File: src/hw/xosera_consts.svh
/*
 * video display constants
 * memory widths, CPU register numbers, interrupt bits and the
 * small test video timing
 */
`ifndef XOSERA_CONSTS_SVH
`define XOSERA_CONSTS_SVH

`define XV_ADDR_W           12      // VRAM word address bits
`define XV_WORD_W           16      // VRAM and register word bits

// video timing, pixels per line and lines per frame
`define XV_H_VISIBLE        16
`define XV_H_TOTAL          24
`define XV_V_VISIBLE        8
`define XV_V_TOTAL          12
`define XV_H_SYNC_START     18      // first hsync column
`define XV_H_SYNC_END       20      // first column after hsync
`define XV_V_SYNC_LINE      10      // only vsync line

// CPU register numbers
`define XV_REG_XM_ADDR      0
`define XV_REG_XM_DATA      1
`define XV_REG_BLIT_COUNT   2
`define XV_REG_BLIT_VALUE   3
`define XV_REG_INT_CTRL     4
`define XV_REG_STATUS       5       // read only

// interrupt vector bits
`define XV_INTR_VIDEO       1
`define XV_INTR_BLIT        0

`endif

File: src/hw/xv_video_pkg.sv
/*
 * video memory and timing types
 * VRAM address and word, raster counters, colour gun
 */
`default_nettype none
`include "xosera_consts.svh"

package xv_video_pkg;

typedef logic [`XV_ADDR_W-1:0] addr_t;  // VRAM word address
typedef logic [`XV_WORD_W-1:0] word_t;  // four 4-bit pixels
typedef logic [4:0]            hcount_t;    // 0..23
typedef logic [3:0]            vcount_t;    // 0..11
typedef logic [3:0]            rgb4_t;

endpackage

`default_nettype wire

File: src/hw/blit_fill.sv
/*
 * fill blitter
 * writes one value to count consecutive VRAM words from a start
 * address, done strobe when the last write is acked
 */
`default_nettype none

module blit_fill (
    input  wire logic                   clk,
    input  wire logic                   reset_i,
    input  wire logic                   start_i,
    input  wire xv_video_pkg::word_t    count_i,
    input  wire xv_video_pkg::word_t    value_i,
    input  wire xv_video_pkg::addr_t    addr_i,
    input  wire logic                   vram_ack_i,
    output logic                        vram_sel_o,
    output logic                        vram_wr_o,
    output xv_video_pkg::addr_t         vram_addr_o,
    output xv_video_pkg::word_t         vram_data_o,
    output logic                        busy_o,
    output logic                        done_o
);

xv_video_pkg::word_t    remaining;      // words still to write

assign vram_sel_o = busy_o;
assign vram_wr_o  = busy_o;             // writes only

always_ff @(posedge clk) begin
    if (start_i) begin
        vram_addr_o <= addr_i;
        vram_data_o <= value_i;
    end else if (vram_ack_i) begin
        vram_addr_o <= vram_addr_o + 1'b1;
    end
end

always_ff @(posedge clk) begin
    if (reset_i) begin
        remaining <= '0;
        busy_o    <= 1'b0;
        done_o    <= 1'b0;
    end else begin
        done_o <= 1'b0;
        if (start_i) begin
            remaining <= count_i;
            busy_o    <= (count_i != '0);
            done_o    <= (count_i == '0);   // empty fill
        end else if (busy_o && vram_ack_i) begin
            remaining <= remaining - 1'b1;
            if (remaining == xv_video_pkg::word_t'(1)) begin
                busy_o <= 1'b0;
                done_o <= 1'b1;
            end
        end
    end
end

// CPU must not restart a fill in progress
assert property (@(posedge clk) disable iff (reset_i) start_i |-> !busy_o);

endmodule

`default_nettype wire

File: config.mk
export PLATFORM = sky130hd
export DESIGN_NAME = blit_fill
export DESIGN_NICKNAME = d
export VERILOG_FILES = /design/src/hw/xv_video_pkg.sv /design/src/hw/blit_fill.sv
export VERILOG_INCLUDE_DIRS = /design/src /design/src/hw
export SDC_FILE = /design/constraint.sdc
export NUM_CORES = 1
export LEC_CHECK = 0
export BUFFER_PORTS_ARGS = -buffer_cell sky130_fd_sc_hd__buf_2
export CAP_MARGIN = 40
export CORE_ASPECT_RATIO = 1.1
export CORE_MARGIN = 1
export CORE_UTILIZATION = 53
export DETAILED_ROUTE_END_ITERATION = 16
export PLACE_DENSITY = 0.84
export SETUP_SLACK_MARGIN = 0.1
export SLEW_MARGIN = 20
export SYNTH_ARGS = -nofsm -noshare
export SYNTH_HDL_FRONTEND = slang
export SYNTH_SLANG_ARGS = --single-unit
File: constraint.sdc
create_clock -name clk -period 6.1 [get_ports clk]
set_clock_uncertainty 0.15 [all_clocks]
set_input_delay 0.305 -clock clk [delete_from_list [all_inputs] [get_ports clk]]
set_output_delay 0.305 -clock clk [all_outputs]
set_load 0.005 [all_outputs]
# After elaboration in Yosys (flattened, before gate mapping)

Cells that the tools add are included.

Add/subtract/negate cells: 2
Equality and inequality tests: 1
Muxes and demuxes: 10
Reduce and logical (&&, ||, !) cells: 7

Operator list:

| cell                  | number |
|---|---|
| $mux 16               | 2 |
| $mux 12               | 2 |
| $eq 16x1->1 const B   | 1 |
| $logic_not 16->1      | 1 |
| $reduce_bool 16->1    | 1 |
| $sub 16x1->16 const B | 1 |
| $add 12x1->12 const B | 1 |
| $mux 1                | 6 |
| $reduce_bool 2->1     | 3 |
| $reduce_and 2->1      | 1 |
| $logic_and 1x1->1     | 1 |

Flip-flop bits (word level): 46
Input port bits: 48
Logic and storage cells: 25

# Longest topological paths before layout

Depth after elaboration: 4
Mapped depth: 6
Gate-level depth less buffers: 6

# Worst setup path after synthesis

No wires, ideal clock.

Path type: register -> register
Start point: register remaining[2]
End point: register remaining[13]
Library setup time: 0.103 ns
Arrival: 1.678 ns
Setup slack: 4.169 ns
Cell stages (with the launch flop): 6
Buffers on the path: 1
Path through: dfxtp_1 or4_4 buf_6 nor4_4 nor3_1 a2111oi_2

Cells in the longest elaborated chain, start to end: 3

RTL lines:

| item                   | line            | text |
|---|---|---|
| from (decl)            | blit_fill.sv:24 | `xv_video_pkg::word_t remaining;` |
| from (signal assigned) | blit_fill.sv:46 | `remaining <= count_i;` |
| from (signal assigned) | blit_fill.sv:50 | `remaining <= remaining - 1'b1;` |
| $sub 16x1->16          | blit_fill.sv:50 |  |
| $mux 16                | blit_fill.sv:49 | `end else if (busy_o && vram_ack_i) begin` |
| $mux 16                | blit_fill.sv:45 | `if (start_i) begin` |

No other way between the ends. The select of a mux whose other input is x is not followed.
A chain may end at the register's enable or synchronous reset.

# Worst setup path in the final report

Start point: register busy_o
End point: register remaining[13]

Cells in the longest elaborated chain, start to end: 2

RTL lines:

| item                        | line            | text |
|---|---|---|
| from (decl)                 | blit_fill.sv:20 | `output logic busy_o,` |
| from (signal assigned)      | blit_fill.sv:47 | `busy_o <= (count_i != '0);` |
| $logic_and 1x1->1           | blit_fill.sv:49 |  |
| $reduce_bool 2->1 (no line) | --              |  |

No other way between the ends.

==> results_dict.tcl <==
set metrics [dict create \
    r2r_slack_ps 4060 \
    syn_inst 208 \
    clock_tree.root_cell "clkbuf_8" \
    setup_ws_ps 4060 \
    p_per_area_nw_per_um2 245.4 \
    dr_wl_met2_mm 2.226 \
    gr-total-overflow 0 \
    synth.avg_cell_area_um2 10.88 \
    rr_endpoint "remaining[13]" \
    relSlewSlack 0.5802 \
    fill_cells 324 \
    dieArea_um2 4536 \
    initial_core_util 0.5625 \
    ys_ff_latch 46 \
    seq_area_frac_synth 0.5307 \
    clock_sinks 46 \
    multi_input_area_um2 974.7 \
    start_kind "flip-flop" \
    die_h_um 70.54 \
    p_leak_uw 0.001091 \
    ant_nets 0 \
    grt_setup_unrepaired "false" \
    grt_max_degree 36 \
    setup-violations-final 0 \
    cap_violations 0 \
    final_util 0.6950 \
    rows 24 \
    synth_area_um2 2263 \
    core-area_um2 4024 \
    place.gp.congestion 0.7269 \
    grt_pass1_wl_mm 7.603 \
    arrival_ps 2100 \
    place_hpwl_mm 3.416 \
    min_to "vram_data_o[8]" \
    wl_met1_mm 1.991 \
    dr.first_iter.drc_count 182 \
    r2r_start "busy_o" \
    dp_slack_ps 3973 \
    vdd_ir_drop_max_v 0.0001639 \
    worstMarginPinSlew_ps 629.1 \
    drc 0 \
    clockBufferDepth 2 \
    dr.pass1.iters 4 \
    track_usage 0.2180 \
    hold_class "in2reg" \
    syn2layout_area_growth_pct 23.55 \
    synthDistinctLibCells 41 \
    critical_path_class "reg2reg" \
    endpoint_kind "flip-flop" \
    reg2reg_depth 4 \
    fin_tns_setup_ps 0 \
    cp_max_fo 11 \
    layout-drive-gt1-share 0.3556 \
    seqCellArea_um2 1201 \
    grt_pass1_vias 1741 \
    period_share 0.3344 \
    cts_resized 0 \
    ys_warn_count 0 \
    synth_flop_cell "edfxtp_1" \
    hp-start "value_i[8]" \
    wl_met3_um 332 \
    holdPathStages 1 \
    design.final.nets 334 \
    top_layer_used "met4" \
    hold_viol_final 0 \
    vias 1850 \
    synth_edf_count 28 \
    status "finished, final reports clean" \
    path_clk_slew_ps 90 \
    worst-endpoint-required_ps 6160 \
    period_minus_slack_ps 2040 \
    max_freq_mhz 490.3 \
    die_x_um 64.31 \
    wl_mm 4.635 \
    htree_levels 2 \
    cts_buffers 5 \
    ys_async_sr_fraction 0 \
    cts_tree "built" \
    pin_count 80 \
    synth_nets 259 \
    numPortBuffers 79 \
    antenna_found_initial 0 \
    via_per_inst 5.506 \
    clkLatencyLatePin_ps 300 \
    drv_slew 0 \
    n_antenna_cell 0 \
    wl_per_cell_um 13.79 \
]
==> worst max-delay path, cell delays in order, from the launching register on <==
cell	delay [ps]
dfxtp_1	500
nand4bb_1	490
nor4_4	400
nor3_1	90
a2111oi_2	310
==> cell families after synthesis <==
logic type,share of synthesized area
adder cells (fa/ha/maj),0.01659
XOR/XNOR,0.07739
buffers and inverters,0.03869
flip-flops,0.5307
multiplexers,0.009397
AO/OA/AOI/OAI,0.09674
AND/OR/NAND/NOR,0.2305
==> report_power, final <==
part	leakage [uW]	switching [uW]	internal (uW)
clock	0.0000447	108	82.7
combinational	0.000615	56.8	55.2
sequential	0.000431	23.8	360
total	0.00109	189	498
==> metal layers <==
metal	vias to the layer above	track usage
met5	-	0
li1	918	-
met1	846	0.2772
met4	0	0.09383
met2	77	0.3485
met3	9	0.05968
==> registers in the layout, summed over array words and instances, names as in the netlist <==
signal / count
remaining: 16
vram_data_o: 16
vram_addr_o: 12
busy_o: 1
done_o: 1
==> cells in the mapped netlist, drive strengths merged, types with 5 or more instances <==
cell type,instances,area [um2]
a211oi,8,65.06
inv,5,18.77
a21oi,6,30.03
edfxtp,28,840.8
clkbuf,8,30.03
xor2,6,52.55
nand2,21,78.83
nor4,13,145.1
nor2,17,63.81
dfxtp,18,360.4
buf,6,38.78
xnor2,14,122.6
o21ai,13,65.06
==> area by class of cell <==
cell class | instances | share of cell area
tap | 52 | 0.02327
multi-input combinational | 143 | 0.3485
timing repair buffer | 82 | 0.1584
clock inverter | 3 | 0.008949
clock buffer | 5 | 0.02461
sequential | 46 | 0.4295
inverter | 5 | 0.006711
==> worst max path at each step <==
stage            startpoint            end
2_1_floorplan  remaining[2]  remaining[13]
3_3_place_gp        start_i  remaining[15]
3_5_place_dp        start_i         busy_o
4_1_cts              busy_o  remaining[13]
5_1_grt              busy_o  remaining[13]
6_report             busy_o  remaining[13]
==> stage by stage <==
stage | instances | hold slack [ps] | total power (uW) | area [um2]
floorplan | 208 | 253.9 | 452.7 | 2263
global placement | 325 | 331.5 | 494.7 | 2655
detailed placement | 326 | 333.5 | 501.1 | 2683
CTS | 334 | 8.844 | 691.9 | 2776
global route | 336 | 4.207 | 721.7 | 2796
finish | 336 | 16.21 | 686.3 | 2796
==> what timing repair did <==
action,4_1_cts,5_1_grt
hold buffers,0,2
setup buffers,0,0
endpoints found under the setup margin,0,0
hold endpoints to repair,0,2
==> cell usage in the layout (no fill, tap or decap), types with 4 or more instances in the layout <==
cell type and n:
a211oi_1 7, a21oi_1 6, buf_2 79, clkbuf_8 5, dfxtp_1 18, edfxtp_1 28, inv_1 5, nand2_1 21
nand3_1 4, nand4_1 4, nor2_1 17, nor3_1 4, nor4_1 7, o21ai_0 13, xnor2_1 14, xor2_1 6
No activity file was read; power rests on OpenSTA's default activity.
