File: src/hw/xosera_consts.svh
/*
 * video display constants
 * memory widths, CPU register numbers, interrupt bits and the
 * small test video timing
 */
`ifndef XOSERA_CONSTS_SVH
`define XOSERA_CONSTS_SVH

`define XV_ADDR_W           12      // VRAM word address bits
`define XV_WORD_W           16      // VRAM and register word bits

// video timing, pixels per line and lines per frame
`define XV_H_VISIBLE        16
`define XV_H_TOTAL          24
`define XV_V_VISIBLE        8
`define XV_V_TOTAL          12
`define XV_H_SYNC_START     18      // first hsync column
`define XV_H_SYNC_END       20      // first column after hsync
`define XV_V_SYNC_LINE      10      // only vsync line

// CPU register numbers
`define XV_REG_XM_ADDR      0
`define XV_REG_XM_DATA      1
`define XV_REG_BLIT_COUNT   2
`define XV_REG_BLIT_VALUE   3
`define XV_REG_INT_CTRL     4
`define XV_REG_STATUS       5       // read only

// interrupt vector bits
`define XV_INTR_VIDEO       1
`define XV_INTR_BLIT        0

`endif

File: src/hw/xv_video_pkg.sv
/*
 * video memory and timing types
 * VRAM address and word, raster counters, colour gun
 */
`default_nettype none
`include "xosera_consts.svh"

package xv_video_pkg;

typedef logic [`XV_ADDR_W-1:0] addr_t;  // VRAM word address
typedef logic [`XV_WORD_W-1:0] word_t;  // four 4-bit pixels
typedef logic [4:0]            hcount_t;    // 0..23
typedef logic [3:0]            vcount_t;    // 0..11
typedef logic [3:0]            rgb4_t;

endpackage

`default_nettype wire

File: src/hw/video_gen.sv
/*
 * video generator
 * raster counters, sync and display enable, 4 bpp pixel fetch from
 * VRAM one word ahead, grey ramp output of the pixel index
 */
`default_nettype none
`include "xosera_consts.svh"

module video_gen (
    input  wire logic                   clk,
    input  wire logic                   reset_i,
    output logic                        vram_sel_o,
    output xv_video_pkg::addr_t         vram_addr_o,
    input  wire logic                   vram_ack_i,
    input  wire xv_video_pkg::word_t    vram_data_i,
    output xv_video_pkg::rgb4_t         red_o,
    output xv_video_pkg::rgb4_t         green_o,
    output xv_video_pkg::rgb4_t         blue_o,
    output logic                        hsync_o,
    output logic                        vsync_o,
    output logic                        dv_de_o,
    output logic                        h_blank_o,
    output logic                        v_blank_o,
    output logic                        video_intr_o
);

xv_video_pkg::hcount_t  h_count;
xv_video_pkg::vcount_t  v_count;
xv_video_pkg::hcount_t  h_ahead;        // column four pixels ahead
xv_video_pkg::vcount_t  v_ahead;        // line of that column
xv_video_pkg::word_t    fetch_word;     // next group of four pixels
xv_video_pkg::word_t    pix_word;       // shifting, msn is current pixel
logic                   fetch_valid;    // vram data is ours this cycle
logic                   visible;

assign visible      = (h_count < xv_video_pkg::hcount_t'(`XV_H_VISIBLE)) &&
                      (v_count < xv_video_pkg::vcount_t'(`XV_V_VISIBLE));
assign h_blank_o    = (h_count >= xv_video_pkg::hcount_t'(`XV_H_VISIBLE));
assign v_blank_o    = (v_count >= xv_video_pkg::vcount_t'(`XV_V_VISIBLE));
assign video_intr_o = (h_count == '0) && (v_count == xv_video_pkg::vcount_t'(`XV_V_VISIBLE));
assign vram_sel_o   = (h_count[1:0] == 2'b00);     // one cycle in four

// address of the word for the next group, wrapping into the next line
always_comb begin
    h_ahead = h_count + xv_video_pkg::hcount_t'(4);
    v_ahead = v_count;
    if (h_ahead >= xv_video_pkg::hcount_t'(`XV_H_TOTAL)) begin
        h_ahead = h_ahead - xv_video_pkg::hcount_t'(`XV_H_TOTAL);
        v_ahead = (v_count == xv_video_pkg::vcount_t'(`XV_V_TOTAL - 1)) ? '0 : v_count + 1'b1;
    end
end

assign vram_addr_o = xv_video_pkg::addr_t'({v_ahead, 2'b00}) + xv_video_pkg::addr_t'(h_ahead[4:2]);

// raster counters
always_ff @(posedge clk) begin
    if (reset_i) begin
        h_count <= '0;
        v_count <= '0;
    end else if (h_count == xv_video_pkg::hcount_t'(`XV_H_TOTAL - 1)) begin
        h_count <= '0;
        v_count <= (v_count == xv_video_pkg::vcount_t'(`XV_V_TOTAL - 1)) ? '0 : v_count + 1'b1;
    end else begin
        h_count <= h_count + 1'b1;
    end
end

always_ff @(posedge clk) begin
    if (fetch_valid) begin
        fetch_word <= vram_data_i;      // lands at pixel 1 of the group
    end
end

// outputs one cycle behind the counters
always_ff @(posedge clk) begin
    if (reset_i) begin
        fetch_valid <= 1'b0;
        pix_word    <= '0;
        dv_de_o     <= 1'b0;
        hsync_o     <= 1'b0;
        vsync_o     <= 1'b0;
        red_o       <= '0;
        green_o     <= '0;
        blue_o      <= '0;
    end else begin
        fetch_valid <= vram_ack_i;
        if (h_count[1:0] == 2'b11) begin
            pix_word <= fetch_word;     // group boundary
        end else begin
            pix_word <= {pix_word[11:0], 4'h0};
        end
        dv_de_o <= visible;
        hsync_o <= (h_count >= xv_video_pkg::hcount_t'(`XV_H_SYNC_START)) &&
                   (h_count <  xv_video_pkg::hcount_t'(`XV_H_SYNC_END));
        vsync_o <= (v_count == xv_video_pkg::vcount_t'(`XV_V_SYNC_LINE));
        red_o   <= visible ? pix_word[15:12] : '0;     // grey ramp
        green_o <= visible ? pix_word[15:12] : '0;
        blue_o  <= visible ? pix_word[15:12] : '0;
    end
end

endmodule

`default_nettype wire

File: config.mk
export PLATFORM = sky130hd
export DESIGN_NAME = video_gen
export DESIGN_NICKNAME = d
export VERILOG_FILES = /design/src/hw/xv_video_pkg.sv /design/src/hw/video_gen.sv
export VERILOG_INCLUDE_DIRS = /design/src /design/src/hw
export SDC_FILE = /design/constraint.sdc
export NUM_CORES = 1
export LEC_CHECK = 0
export BUFFER_PORTS_ARGS = -buffer_cell sky130_fd_sc_hd__buf_2
export CAP_MARGIN = 20
export CORE_ASPECT_RATIO = 0.7
export CORE_UTILIZATION = 30
export DETAILED_ROUTE_END_ITERATION = 6
export HOLD_SLACK_MARGIN = 0.15
export PLACE_DENSITY_LB_ADDON = 0.25
export SLEW_MARGIN = 10
export SYNTH_ARGS = -nofsm -noshare
export SYNTH_HDL_FRONTEND = slang
export SYNTH_SLANG_ARGS = --single-unit
File: constraint.sdc
create_clock -name clk -period 5.2 [get_ports clk]
set_input_delay 0.52 -clock clk [delete_from_list [all_inputs] [get_ports clk]]
set_output_delay 0.52 -clock clk [all_outputs]
set_load 0.05 [all_outputs]
* Word-level counts from Yosys, hierarchy flattened
Index checks and enable logic that the tools add are counted.
** Storage, ports and cells
- Output and inout port bits :: 31
- Bits of input ports :: 19
- Logic and storage cells :: 41
- Register bits :: 49
** Cells by class
- Add/subtract/negate cells :: 5
- Reductions and logical operators :: 8
- Muxes and demuxes :: 4
- Order comparisons :: 7
- Bitwise operators :: 2
- Eq/ne operators :: 5
** Operators by type and width (number)
- 2-to-1 mux 16 bit :: 1
- greater-or-equal comparator 5 bit, second input constant :: 3
- equality test 4 bit, second input constant :: 3
- < comparator 5 bit, second input constant :: 2
- 2-to-1 mux 4 bit :: 2
- adder 6 x 3 -> 7 bit :: 1
- OR reduction 2 bit :: 3
- adder 5 x 1 -> 5 bit, second input constant :: 1
- adder 5 x 3 -> 5 bit, second input constant :: 1
- equality test 5 bit, second input constant :: 1
- zero test 5 bit :: 1
- 2-to-1 mux 5 bit :: 1
- subtractor 5 bit, second input constant :: 1
- adder 4 x 1 -> 4 bit, second input constant :: 1
- greater-or-equal comparator 4 bit, second input constant :: 1
- < comparator 4 bit, second input constant :: 1
- logical AND 1 bit :: 3
- equality test 2 bit, second input constant :: 1
- zero test 2 bit :: 1
- NOT 1 bit :: 2

* Longest topological paths before layout
- Depth in word-level cells :: 4
- Gate-level depth with buffers :: 9
- Depth with buffers taken out :: 9

* Least setup slack after synthesis
Ideal clock, no wire load.
- Kind :: register -> output
- From :: register h_count[2]
- To :: output vram_addr_o[4]
- Path buffers :: 0
- Setup slack :: 1.739 ns
- Data arrival time :: 2.941 ns
- Stages on the path, launching flop included :: 9
- Cell sequence :: dfxtp_1 > ha_1 > xor2_2 > ha_1 > a31oi_4 > mux2_2 > ha_1 > ha_1 > xnor2_1
** Between the ends
- Word-level cells in the longest chain between the ends :: 4
** RTL lines
- start: declaration :: RTL line video_gen.sv:27 : xv_video_pkg::hcount_t h_count;
- start signal: assignment :: RTL line video_gen.sv:64 : h_count <= h_count + 1'b1;
- adder 5 x 3 -> 5 bit * :: RTL line video_gen.sv:45 : h_ahead = h_count + xv_video_pkg::hcount_t'(4);
- subtractor 5 bit or greater-or-equal comparator 5 bit (tied branches) :: RTL line video_gen.sv:48, video_gen.sv:47
- 2-to-1 mux 5 bit or 2-to-1 mux 4 bit (tied branches) :: RTL line video_gen.sv:47 : if (h_ahead >= xv_video_pkg::hcount_t'(`XV_H_TOTAL)) begin
- adder 6 x 3 -> 7 bit * :: RTL line video_gen.sv:53 : assign vram_addr_o = xv_video_pkg::addr_t'({v_ahead, 2'b00}) + xv_video_pkg::addr_t'(h_ahead[4:2]);
- end: declaration :: RTL line video_gen.sv:13 : output xv_video_pkg::addr_t vram_addr_o,
Mark *: on every way between the ends. The rest lies on a longest branch, timed or not.

* Worst setup path in the final report
- From :: register h_count[2]
- To :: output vram_addr_o[5]
The elaborated chain is that of the path after synthesis.

==> results.md <==
- Root buf cell: clkbuf_8
- Sw power: 171 uW
- Drt total wl: about 3700 um
- Post-layout instance area: about 2400 um2
- CP max FO: 7
- Pin count of the biggest net entering global routing: 24
- CP max stage delay: around 0.48 ns
- Vias per inst: 4.18
- Sequential share of power: a little under three fifths
- Tmin final: around 3.7 ns
- Die area: approximately 7500 um2
- Finished Core Util: 35.9%
- Worst VDD drop: between 0.15 and 0.2 mV
- First-pass GRT wire length: roughly 5900 um
- Crit path buf inv count: 1
- Cell Chain, Critical Path: ha_1 > xor2_2 > ha_1 > a31oi_4 > mux2_2 > ha_1 > and4_1 > o21ai_0 > o211a_1 > buf_2
- Longest Clk Path Bufs: 2
- Status: finished clean
- Worst path slowest cell: dfxtp_1
- Top Ports: 50
- # hold bufs at CTS: 0
- Synth area leaders: dfxtp_1, edfxtp_1, mux2i_1
- P&R area growth vs syn: 13.9%
- Worst Hold Class: in2reg
- Final setup TNS: 0 ns
- Power Density: between 300 and 400 nW/um2
- Final nets: ~260
- Total GRT Usage: a little over a tenth
- Antenna cell count: 0
- Die Width: around 100 um
- Sequential area share after synthesis: a little over half
- Worst slew pin tran: around 0.92 ns
- Routed via count: between 1000 and 1500
- Clock skew: between 0.009 and 0.01 ns
- Die H: 72.8 um
- Post-CTS setup buffers: 0
- IO Port Bufs: 44
- DRC viols: 0
- Post-DP HPWL: ~2600 um
- Most used cell, CP: ha_1
- Yosys top cell by area: dfxtp_1
- Inserted Clock Buffers: 5
- Cell Area, Synth: 2150 um2
- Fraction of layout cells with a size suffix above 1: between 20% and 30%
- Worst Path Required: roughly 4.7 ns
- Rows: 25
- Asr flop ratio synth: 0%
- Relative slew slack: about two fifths
- Clock Latency Late Sink: 0.30 ns
- Total grt overflow: 0
- Unique masters post-synth: 36
- Final worst path period share: around 71%
- Final antenna-violating net count: 0
- Yosys warning total: 0
- Max-cap violation count: 0
- Lkg Pwr: slightly above 1 nW
- CTS tree: done
- Commonest cells in the netlist: dfxtp_1, nor2_1, edfxtp_1, mux2i_1, buf_4
- Top-count cell post-synth: dfxtp_1
- Vias in the first global route: approximately 1200
- Final Hold Fails: 0
- Fmax: around 0.27 GHz
- Top-area cell type share of the netlist area: 30.8%
- Min Hold Slack: ~0.39 ns
- Clock network fraction of design power: around 36%
- Startpoint types: flip-flop
- Clock transition at the registers of the reported paths: around 0.09 ns
- Routability Congestion: roughly 0.81
- Area post-placement: approximately 2300 um2
- Critical path data arrival time: about 3.2 ns
- Antenna violations before repair: 0
- Fill count: approximately 720
- Synth Instances: about 190
- Drt pass-1 iters: 4
- Power Internal: between 500 and 600 uW
- Final setup viols: 0
- Cell family contributing the most delay on the critical path: adder cells
- CP endpoint kind: primary output
- Post-Syn Area per Cell: roughly 11 um2
- RSZ-0062 raised after global routing: no
- Initial Util: 31.5%
- Gate power share: 7.8%
- Switch share: about 23%
- Core area: slightly below 7000 um2
- DRT iter0 DRCs: 46
- Synth Flop Type: dfxtp_1
- Post-synth EDFFs: 16
- Seq cells post-synth: between 40 and 50
- H-Tree Depth: 2
- Clock sinks: 49
- Max-slew violation count: 0
- Drt wl/cell: approximately 11 um
- Critical path class: reg2out
- Resized cells post-CTS: 0
-- per-layer routing --
layer	routed length (um)	global-route usage (%)	part of all wire [%]	vias up
met4	37	4.23	1.0	0
li1	-	-	-	692
met3	234	3.83	6.4	5
met5	0	0	0	-
met2	1390	14.4	38	44
met1	1990	15.4	55	593
-- path summary, 6_finish.rpt --
check	startpoint	end	slack (ns)	cells after the start
min reg2reg	pix_word[15]	blue_o[3]	0.43	1
max reg2reg	h_count[1]	v_count[3]	2.98	5
max	h_count[2]	vram_addr_o[5]	1.52	10
min	vram_data_i[7]	fetch_word[7]	0.39	1
-- worst register-to-register path, delay by kind of cell (launching register included) --
kind / cells / cell delay, ns
AO/OA/AOI/OAI: 2 / 0.23
adder cells (fa/ha/maj): 1 / 0.80
flip-flops: 1 / 0.42
AND/OR/NAND/NOR: 2 / 0.71
-- logic make-up after synthesis --
family / Yosys count / synth area share (%)
multiplexers: 18 / 8.51
AND/OR/NAND/NOR: 54 / 12.6
XOR/XNOR: 6 / 2.80
flip-flops: 49 / 53.2
other: 1 / 0.175
adder cells (fa/ha/maj): 12 / 7.00
AO/OA/AOI/OAI: 21 / 6.71
buffers and inverters: 32 / 9.04
-- power groups by stage --
stage	Sequential, mW	Clock, mW	Combinational, mW
2_1_floorplan	0.425	0	0.0454
3_3_place_gp	0.424	0	0.0579
3_5_place_dp	0.424	0	0.0582
4_1_cts	0.415	0.275	0.0584
5_1_grt	0.417	0.294	0.0628
6_report	0.415	0.265	0.0574
-- stage by stage --
| stage | total power [mW] | setup WS (ns) | cells |
|---|---|---|---|
| 3_5_place_dp | 0.482 | 1.87 | 311 |
| 6_report | 0.737 | 1.52 | 319 |
| 3_3_place_gp | 0.481 | 1.92 | 311 |
| 4_1_cts | 0.749 | 1.50 | 319 |
| 2_1_floorplan | 0.470 | 1.74 | 197 |
| 5_1_grt | 0.774 | 1.33 | 319 |
-- cell usage in the layout (no fill, tap or decap), drive strengths merged, types with 2 or more instances in the layout --
cell / netlist / routed
dfxtp: 33 / 33
nor2: 23 / 23
conb: 1 / 5
edfxtp: 16 / 16
o21ai: 6 / 6
nor3: 2 / 2
nand3: 3 / 3
a21oi: 8 / 8
nor2b: 3 / 3
clkbuf: 5 / 5
mux2i: 16 / 16
inv: 8 / 8
buf: 19 / 44
nand2: 5 / 5
xnor2: 5 / 5
and2: 10 / 10
nand2b: 2 / 2
ha: 12 / 12
mux2: 2 / 2
-- cell type report --
type                            instances  area, um2  area share, %
Sequential cell                        49       1140           46.7
Multi-Input combinational cell        116        826           33.8
Timing Repair Buffer                   44        220           9.01
Tap cell                               94        118           4.81
Clock buffer                            5       68.8           2.81
Clock inverter                          3       41.3           1.69
Inverter                                8       30.0           1.23
-- state kept, by name, summed over array words and instances, names as in the netlist --
signal / flops
hsync_o: 1
v_count: 4
dv_de_o: 1
fetch_valid: 1
blue_o: 4
vsync_o: 1
h_count: 5
pix_word: 16
fetch_word: 16
Note: power is estimated with default switching activity, not from simulation.
