### src/hw/xosera_consts.svh
/*
 * video display constants
 * memory widths, CPU register numbers, interrupt bits and the
 * small test video timing
 */
`ifndef XOSERA_CONSTS_SVH
`define XOSERA_CONSTS_SVH

`define XV_ADDR_W           12      // VRAM word address bits
`define XV_WORD_W           16      // VRAM and register word bits

// video timing, pixels per line and lines per frame
`define XV_H_VISIBLE        16
`define XV_H_TOTAL          24
`define XV_V_VISIBLE        8
`define XV_V_TOTAL          12
`define XV_H_SYNC_START     18      // first hsync column
`define XV_H_SYNC_END       20      // first column after hsync
`define XV_V_SYNC_LINE      10      // only vsync line

// CPU register numbers
`define XV_REG_XM_ADDR      0
`define XV_REG_XM_DATA      1
`define XV_REG_BLIT_COUNT   2
`define XV_REG_BLIT_VALUE   3
`define XV_REG_INT_CTRL     4
`define XV_REG_STATUS       5       // read only

// interrupt vector bits
`define XV_INTR_VIDEO       1
`define XV_INTR_BLIT        0

`endif

### src/hw/xv_bus_pkg.sv
/*
 * CPU bus types
 * data byte, register number and interrupt vector
 */
`default_nettype none

package xv_bus_pkg;

typedef logic [7:0] bus_byte_t;     // one byte on the CPU bus
typedef logic [3:0] reg_num_t;      // register select
typedef logic [1:0] intr_t;         // video and blit bits

endpackage

`default_nettype wire

### src/hw/xv_video_pkg.sv
/*
 * video memory and timing types
 * VRAM address and word, raster counters, colour gun
 */
`default_nettype none
`include "xosera_consts.svh"

package xv_video_pkg;

typedef logic [`XV_ADDR_W-1:0] addr_t;  // VRAM word address
typedef logic [`XV_WORD_W-1:0] word_t;  // four 4-bit pixels
typedef logic [4:0]            hcount_t;    // 0..23
typedef logic [3:0]            vcount_t;    // 0..11
typedef logic [3:0]            rgb4_t;

endpackage

`default_nettype wire

### src/hw/reg_interface.sv
/*
 * CPU register interface
 * 8-bit bus with byte select into 16-bit registers, CPU reads and
 * writes of VRAM through the arbiter, fill blit control and the
 * interrupt status/mask logic
 */
`default_nettype none
`include "xosera_consts.svh"

module reg_interface (
    input  wire logic                   clk,
    input  wire logic                   reset_i,
    input  wire logic                   bus_cs_n_i,     // select, active low
    input  wire logic                   bus_rd_nwr_i,   // 1 read, 0 write
    input  wire xv_bus_pkg::reg_num_t   bus_reg_num_i,
    input  wire logic                   bus_bytesel_i,  // 0 = even (high) byte
    input  wire xv_bus_pkg::bus_byte_t  bus_data_i,
    output xv_bus_pkg::bus_byte_t       bus_data_o,
    output logic                        bus_intr_o,
    output logic                        regs_sel_o,     // VRAM request
    output logic                        regs_wr_o,
    output xv_video_pkg::addr_t         regs_addr_o,
    output xv_video_pkg::word_t         regs_data_o,
    input  wire logic                   regs_ack_i,
    input  wire xv_video_pkg::word_t    vram_data_i,
    output logic                        blit_start_o,
    output xv_video_pkg::word_t         blit_count_o,
    output xv_video_pkg::word_t         blit_value_o,
    output xv_video_pkg::addr_t         blit_addr_o,
    input  wire logic                   blit_busy_i,
    input  wire logic                   blit_done_i,
    input  wire logic                   h_blank_i,
    input  wire logic                   v_blank_i,
    input  wire logic                   video_intr_i
);

logic                   cs_n_q;         // select last cycle
logic                   bus_access;     // first cycle of select
logic                   commit;         // odd byte write
logic                   xm_data_sel;    // XM_DATA addressed
logic                   xm_start;       // accepted VRAM request
xv_bus_pkg::bus_byte_t  hi_latch;       // even byte waiting for commit
xv_video_pkg::word_t    wr_word;
xv_video_pkg::word_t    rd_word;
xv_video_pkg::addr_t    xm_addr;
xv_video_pkg::word_t    rd_buf;         // word at XM_ADDR
logic                   reg_busy;
logic                   ack_q;          // vram data valid now
logic                   latch_q;        // rd_buf loaded last cycle
xv_bus_pkg::intr_t      intr_mask;
xv_bus_pkg::intr_t      intr_status;    // pending
xv_bus_pkg::intr_t      intr_clear;     // one-cycle clear from CPU
xv_bus_pkg::intr_t      intr_trigger;

assign bus_access   = cs_n_q && !bus_cs_n_i;
assign commit       = bus_access && !bus_rd_nwr_i && bus_bytesel_i;
assign wr_word      = {hi_latch, bus_data_i};
assign xm_data_sel  = (bus_reg_num_i == xv_bus_pkg::reg_num_t'(`XV_REG_XM_DATA));
assign xm_start     = commit && !reg_busy &&
                      (xm_data_sel || bus_reg_num_i == xv_bus_pkg::reg_num_t'(`XV_REG_XM_ADDR));
assign blit_addr_o  = xm_addr;          // fill starts at current address

always_comb begin
    intr_trigger                 = '0;
    intr_trigger[`XV_INTR_VIDEO] = video_intr_i;
    intr_trigger[`XV_INTR_BLIT]  = blit_done_i;
end

// register read mux
always_comb begin
    case (bus_reg_num_i)
        `XV_REG_XM_ADDR:    rd_word = xv_video_pkg::word_t'(xm_addr);
        `XV_REG_XM_DATA:    rd_word = rd_buf;
        `XV_REG_BLIT_COUNT: rd_word = blit_count_o;
        `XV_REG_BLIT_VALUE: rd_word = blit_value_o;
        `XV_REG_INT_CTRL:   rd_word = {6'b0, intr_mask, 6'b0, intr_status};
        `XV_REG_STATUS:     rd_word = {12'b0, v_blank_i, h_blank_i, blit_busy_i, reg_busy};
        default:            rd_word = '0;
    endcase
end

always_ff @(posedge clk) begin
    if (reset_i) begin
        cs_n_q       <= 1'b1;
        bus_data_o   <= '0;
        regs_sel_o   <= 1'b0;
        regs_wr_o    <= 1'b0;
        reg_busy     <= 1'b0;
        ack_q        <= 1'b0;
        latch_q      <= 1'b0;
        xm_addr      <= '0;
        blit_start_o <= 1'b0;
        intr_mask    <= '0;
        intr_clear   <= '0;
    end else begin
        cs_n_q       <= bus_cs_n_i;
        blit_start_o <= 1'b0;           // strobes
        intr_clear   <= '0;
        ack_q        <= regs_sel_o && regs_ack_i;
        latch_q      <= ack_q;
        if (regs_sel_o && regs_ack_i) begin
            regs_sel_o <= 1'b0;
        end
        if (latch_q) begin
            reg_busy <= 1'b0;           // one cycle after rd_buf load
        end
        if (bus_access && bus_rd_nwr_i) begin
            bus_data_o <= bus_bytesel_i ? rd_word[7:0] : rd_word[15:8];
        end
        if (xm_start) begin
            regs_sel_o <= 1'b1;
            regs_wr_o  <= xm_data_sel;
            reg_busy   <= 1'b1;
            xm_addr    <= xm_data_sel ? xm_addr + 1'b1 : xv_video_pkg::addr_t'(wr_word);
        end
        if (commit && bus_reg_num_i == xv_bus_pkg::reg_num_t'(`XV_REG_BLIT_COUNT)) begin
            blit_start_o <= 1'b1;
        end
        if (commit && bus_reg_num_i == xv_bus_pkg::reg_num_t'(`XV_REG_INT_CTRL)) begin
            intr_mask  <= wr_word[8 +: $bits(xv_bus_pkg::intr_t)];
            intr_clear <= wr_word[0 +: $bits(xv_bus_pkg::intr_t)];   // write 1 to clear
        end
    end
end

// data registers
always_ff @(posedge clk) begin
    if (bus_access && !bus_rd_nwr_i && !bus_bytesel_i) begin
        hi_latch <= bus_data_i;
    end
    if (ack_q && !regs_wr_o) begin
        rd_buf <= vram_data_i;          // read data one cycle after ack
    end
    if (xm_start) begin
        regs_addr_o <= xm_data_sel ? xm_addr : xv_video_pkg::addr_t'(wr_word);
        regs_data_o <= wr_word;
    end
    if (commit && bus_reg_num_i == xv_bus_pkg::reg_num_t'(`XV_REG_BLIT_COUNT)) begin
        blit_count_o <= wr_word;
    end
    if (commit && bus_reg_num_i == xv_bus_pkg::reg_num_t'(`XV_REG_BLIT_VALUE)) begin
        blit_value_o <= wr_word;
    end
end

// interrupt status and bus strobe
always_ff @(posedge clk) begin
    if (reset_i) begin
        bus_intr_o  <= 1'b0;
        intr_status <= '0;
    end else begin
        bus_intr_o  <= |(intr_trigger & intr_mask & ~intr_status);  // new and enabled only
        intr_status <= (intr_status | intr_trigger) & ~intr_clear;
    end
end

// request held until the arbiter grants it
assert property (@(posedge clk) disable iff (reset_i)
    regs_sel_o && !regs_ack_i |=> regs_sel_o);

// no strobe with every source masked
assert property (@(posedge clk) disable iff (reset_i)
    intr_mask == '0 |=> !bus_intr_o);

endmodule

`default_nettype wire

### config.mk
export PLATFORM = sky130hd
export DESIGN_NAME = reg_interface
export DESIGN_NICKNAME = d
export VERILOG_FILES = /design/src/hw/xv_bus_pkg.sv /design/src/hw/xv_video_pkg.sv /design/src/hw/reg_interface.sv
export VERILOG_INCLUDE_DIRS = /design/src /design/src/hw
export SDC_FILE = /design/constraint.sdc
export NUM_CORES = 1
export LEC_CHECK = 0
export ABC_AREA = 1
export BUFFER_PORTS_ARGS = -buffer_cell sky130_fd_sc_hd__buf_2
export CORE_ASPECT_RATIO = 1.5
export CORE_UTILIZATION = 47
export CTS_CLUSTER_SIZE = 28
export DETAILED_ROUTE_END_ITERATION = 16
export GPL_TIMING_DRIVEN = 1
export PLACE_DENSITY = 0.78
export SLEW_MARGIN = 10
export SYNTH_ARGS = -nofsm -noshare
export SYNTH_HDL_FRONTEND = slang
export SYNTH_SLANG_ARGS = --single-unit
### constraint.sdc
create_clock -name clk -period 4.4 [get_ports clk]
set_input_delay 0.66 -clock clk [delete_from_list [all_inputs] [get_ports clk]]
set_output_delay 0.66 -clock clk [all_outputs]
set_load 0.1 [all_outputs]
# Word-level counts from Yosys, hierarchy flattened
# Cells that the tools add are included.
[op_classes]
n_addsub = 1
mul = 0
div = 0
magnitude_cmp = 0
eq_ne = 5
n_shift = 0
muxes = 9
bitwise_logic = 7
reduce_logical = 23
[op_table]
columns = ["op", "n"]
rows = [
  ["$pmux W16 S6", 1],
  ["$mux W12", 2],
  ["$add A12 B1 Y12 const B", 1],
  ["$logic_and A1 B1 Y1", 12],
  ["$eq A4 B2 Y1 const B", 2],
  ["$eq A4 B3 Y1 const B", 2],
  ["$mux W8", 1],
  ["$and A2 B2 Y2", 3],
  ["$logic_not A1 Y1", 5],
  ["$mux W1", 5],
  ["$eq A4 B1 Y1 const B", 1],
  ["$logic_not A4 Y1", 1],
  ["$not A2 Y2", 2],
  ["$reduce_bool A2 Y1", 2],
  ["$reduce_or A2 Y1", 2],
  ["$or A2 B2 Y2", 1],
  ["$logic_or A1 B1 Y1", 1],
  ["$not A1 Y1", 1],
]
[word_totals]
regBits = 118
latchBits = 0
ramBits = 0
rom_bits = 0
input_bits = 39
output_inout_bits = 84
word_cells = 64
memories = 0

# Depth between registers and ports, before layout
[depth]
word_depth = 7
depth_mapped = 9
ltp_nobuf = 9

# Worst setup path before layout
# Ideal clock, no wire load.
[synth_timing]
path_kind = "input to register"
start = "in bus_reg_num_i[3]"
end = "reg blit_count_o[0] (enable)"
setup_ps = 388
arrival_ps = 1933
required_ps = 4012
setup_slack_ps = 2078
path_stages = 4
path_buffers = 1
path_cell_list = "nor2_4 > buf_1 > nand2_1 > nor2_1"
[synth_via]
elab_chain_len = 2
[synth_lines]
columns = ["element", "line", "source"]
rows = [
  ["start, declared", "reg_interface.sv:15", "input wire xv_bus_pkg::reg_num_t bus_reg_num_i,"],
  ["$eq A4 B2 Y1", "reg_interface.sv:138", "if (commit && bus_reg_num_i == xv_bus_pkg::reg_num_t'(`XV_REG_BLIT_COUNT)) begin"],
  ["$logic_and A1 B1 Y1", "reg_interface.sv:138", ""],
  ["end signal, assigned", "reg_interface.sv:139", "blit_count_o <= wr_word;"],
  ["end, declared", "reg_interface.sv:27", "output xv_video_pkg::word_t blit_count_o,"],
]
# Every way passes these cells.
# A chain may end at the register's enable or synchronous reset.

# Worst setup path after layout
[layout_timing]
start = "in bus_bytesel_i"
end = "reg xm_addr[10], in the netlist blit_addr_o[10]"
[layout_via]
elab_chain_len = 3
[layout_lines]
columns = ["element", "line", "source"]
rows = [
  ["start, declared", "reg_interface.sv:16", "input wire logic bus_bytesel_i,"],
  ["$logic_and A1 B1 Y1", "reg_interface.sv:56", "assign commit = bus_access && !bus_rd_nwr_i && bus_bytesel_i;"],
  ["$logic_and A1 B1 Y1 (2 in series)", "reg_interface.sv:59", "assign xm_start = commit && !reg_busy &&"],
  ["end signal, assigned", "reg_interface.sv:114", "xm_addr <= xm_data_sel ? xm_addr + 1'b1 : xv_video_pkg::addr_t'(wr_word);"],
  ["end, declared", "reg_interface.sv:45", "xv_video_pkg::addr_t xm_addr;"],
]
# Every way passes these cells.

==> out/metrics.csv <==
metric;value;unit
post-synth net total;528;
hold buffer count at cts;0;
Synth Register Bits;118;
area leader, netlist;edfxtp_1;
Area growth, synth to finish;26.2;%
Final min period;2450;ps
via count;4150;
vias in the first global route;3996;
Syn Area/Cell;10.0;um2
multi-input logic area;1420;um2
post-synthesis instance total;488;
layout net count;654;
first-pass GRT wire length;19700;um
via-per-instance ratio;5.58;
switching power;0.000568;W
Slew HR;35.9;%
gpl congestion;0.868;
sequential power share;44.0;%
Crit-path slowest cell;inv_2;
sequential share of the synthesized area;65.5;%
WP data required;4690;ps
root buffer cell;clkbuf_16;
Port Buffers;122;
type of origin of the critical path;input pin;
die footprint;10800;um2
largest net degree at the start of global routing;52;
Finished Cell Area;6170;um2
clk_skew;5.25;ps
Place WS;1590;ps
worst vdd ir;0.253;mV
Hold Startpoint;intr_clear[1];
CP Launch Point;bus_bytesel_i;
antenna-violating nets left;0;
max incr delay on CP;720;ps
Die W;85.3;um
Avg WL per Cell;17.9;um
Tot GR Track Use;24.8;%
CP arrival;2750;ps
share of cells above drive strength 1;26.0;%
TritonCTS buffer count;17;
max frequency;408;MHz
status;completed;
initial antenna violation count;0;
synth warn;0;
Pins Over Slew Limit;0;
Routed WL;13400;um
Top-Level Pins;123;
reg2reg setup slack;2100;ps
DP HPWL;9340;um
cell internal pwr;0.00217;W
Synth Cell Area;4890;um2
Hold WC Path Type;flip-flop to flip-flop;
Crit Path Max Fanout;41;
CP endpoint kind;flip-flop;
Reg clk slew, reported paths;50;ps
grt ovf;0;
RSZ-0062 raised after global routing;false;
DRT iter0 DRCs;510;
Site Rows;45;
insertion delay to the later sink of the worst-skew pair;410;ps
Synth top area share;51.6;%
P per Cell Area;444;nW/um2
chip height;127;um
# Post-CTS Setup Buffers;0;
CP most frequent cell;nor2_1;
post-CTS resize count;0;
final period utilization;55.7;%
Hold WS;395;ps
Hold Fails Final Rpt;0;
DRT Pass-1 Iters;6;
CTS tree;done;
placed cell area;5570;um2
Leak;2.63;nW
min setup slack post-route;1950;ps
Area contributors post-synth;edfxtp_1, dfxtp_1, nand2_1;
crit-path cells;buf_2, inv_1, nor2_1, nand2_1, inv_2, o21ai_0, nor2_1, nor2_1;
initial core utilization;48.2;%
Comb power frac;5.1;%
Clk network pwr share;50.9;%
Unique masters post-synth;30;
setup TNS;0;ps
Core Footprint;10100;um2
switching share of power;20.7;%
RR Startpoint;cs_n_q;
max-cap viol count;0;
CTS HTree Levels;4;
Power Total;0.00274;W
TritonCTS Sinks;118;
actual slew at the worst max-slew pin;958;ps
DRC viols;0;
fillcell total;821;
Ant. Diodes;0;
endpoints failing setup;0;
clk buf depth;2;
Worst Path Class, Setup;input pin to flip-flop;
Reg area;3200;um2
## per-layer routing
metal | share of wire (%) | track usage [%] | wire length (um) | up-vias
li1 | - | - | - | 1909
met1 | 35 | 27.1 | 4620 | 1932
met2 | 53 | 43.4 | 7110 | 265
met3 | 8.5 | 6.25 | 1140 | 44
met4 | 3.6 | 14.3 | 487 | 0
met5 | 0 | 0 | 0 | -
## cell families (layout without fill, tap and decap cells)
kind of cell / count (synthesis) / in the layout / share of synthesized area, %
buf+inv: 63 / 202 / 5.48
compound gates: 60 / 60 / 6.50
flops: 118 / 118 / 65.5
fa+ha+maj: 1 / 1 / 0.256
xor+xnor: 1 / 1 / 0.179
simple gates: 245 / 245 / 22.1
## state kept, by name (all words and copies together) (netlist names), 2 cells and up
name          cells
blit_count_o     16
blit_value_o     16
intr_clear        2
regs_data_o      16
intr_mask         2
intr_status       2
regs_addr_o      12
rd_buf           16
hi_latch          8
blit_addr_o      12
bus_data_o        8
## critical path, delay by kind of cell
family / cells / cell delay [ps]
AND/OR/NAND/NOR: 4 / 740
AO/OA/AOI/OAI: 1 / 250
buffers and inverters: 3 / 1080
## cell type report
| class | instances | share of cell area [%] |
|---|---|---|
| clock inverters | 11 | 2.53 |
| multi-input cells | 307 | 23.0 |
| repair buffers | 126 | 10.4 |
| clock buffers | 21 | 7.14 |
| flip-flops and latches | 118 | 51.9 |
| inverters | 44 | 2.68 |
| well taps | 117 | 2.37 |
## per-stage QoR
stage	std cells	utilization (%)
after global placement	712	55.0
after CTS	744	60.9
after global routing	744	60.9
after detailed placement	712	55.0
final	744	60.9
after floorplan	488	-
## cell usage after synthesis
cell	n
a31oi_1	3
nand2_4	1
nand4_1	2
nor2_1	58
buf_2	7
edfxtp_1	84
buf_1	2
nand3_1	69
nor3_1	4
o21ai_1	3
xor2_1	1
a21oi_1	20
o22ai_1	1
and3_1	2
dfxtp_1	34
o21a_1	2
buf_6	1
or2_2	1
buf_4	4
nand2_1	100
clkbuf_1	5
nand3b_1	2
nor2_4	3
nand3_2	1
nor3_2	2
inv_1	41
o21ai_0	28
inv_2	3
ha_1	1
o211ai_1	3
## cells in the final DEF, fill, tap and decap left out, drive strengths merged
| cell type | netlist | layout |
|---|---|---|
| nand4 | 2 | 2 |
| o22ai | 1 | 1 |
| nand2 | 101 | 101 |
| ha | 1 | 1 |
| o21a | 2 | 2 |
| nand3 | 70 | 70 |
| clkinv | 0 | 7 |
| inv | 44 | 44 |
| nor3 | 6 | 6 |
| or2 | 1 | 1 |
| dfxtp | 34 | 34 |
| a21oi | 20 | 20 |
| clkbuf | 5 | 21 |
| o21ai | 31 | 31 |
| xor2 | 1 | 1 |
| nand3b | 2 | 2 |
| and3 | 2 | 2 |
| bufinv | 0 | 4 |
| nor2 | 61 | 61 |
| buf | 14 | 126 |
| edfxtp | 84 | 84 |
| o211ai | 3 | 3 |
| a31oi | 3 | 3 |
## final timing paths
kind,to,cells after the start
setup / recovery,blit_addr_o[10],8
hold / removal,intr_status[1],1
setup reg to reg,blit_addr_o[10],7
hold reg to reg,intr_status[1],1
## power groups by stage
stage               Combinational, W  Sequential, W  Clock, W
floorplan                  0.0000616        0.00126         0
finish                      0.000139        0.00120   0.00140
global placement            0.000134        0.00123         0
global route                0.000150        0.00120   0.00145
CTS                         0.000138        0.00120   0.00140
detailed placement          0.000137        0.00123         0
Power figures use the tool's default switching activity.
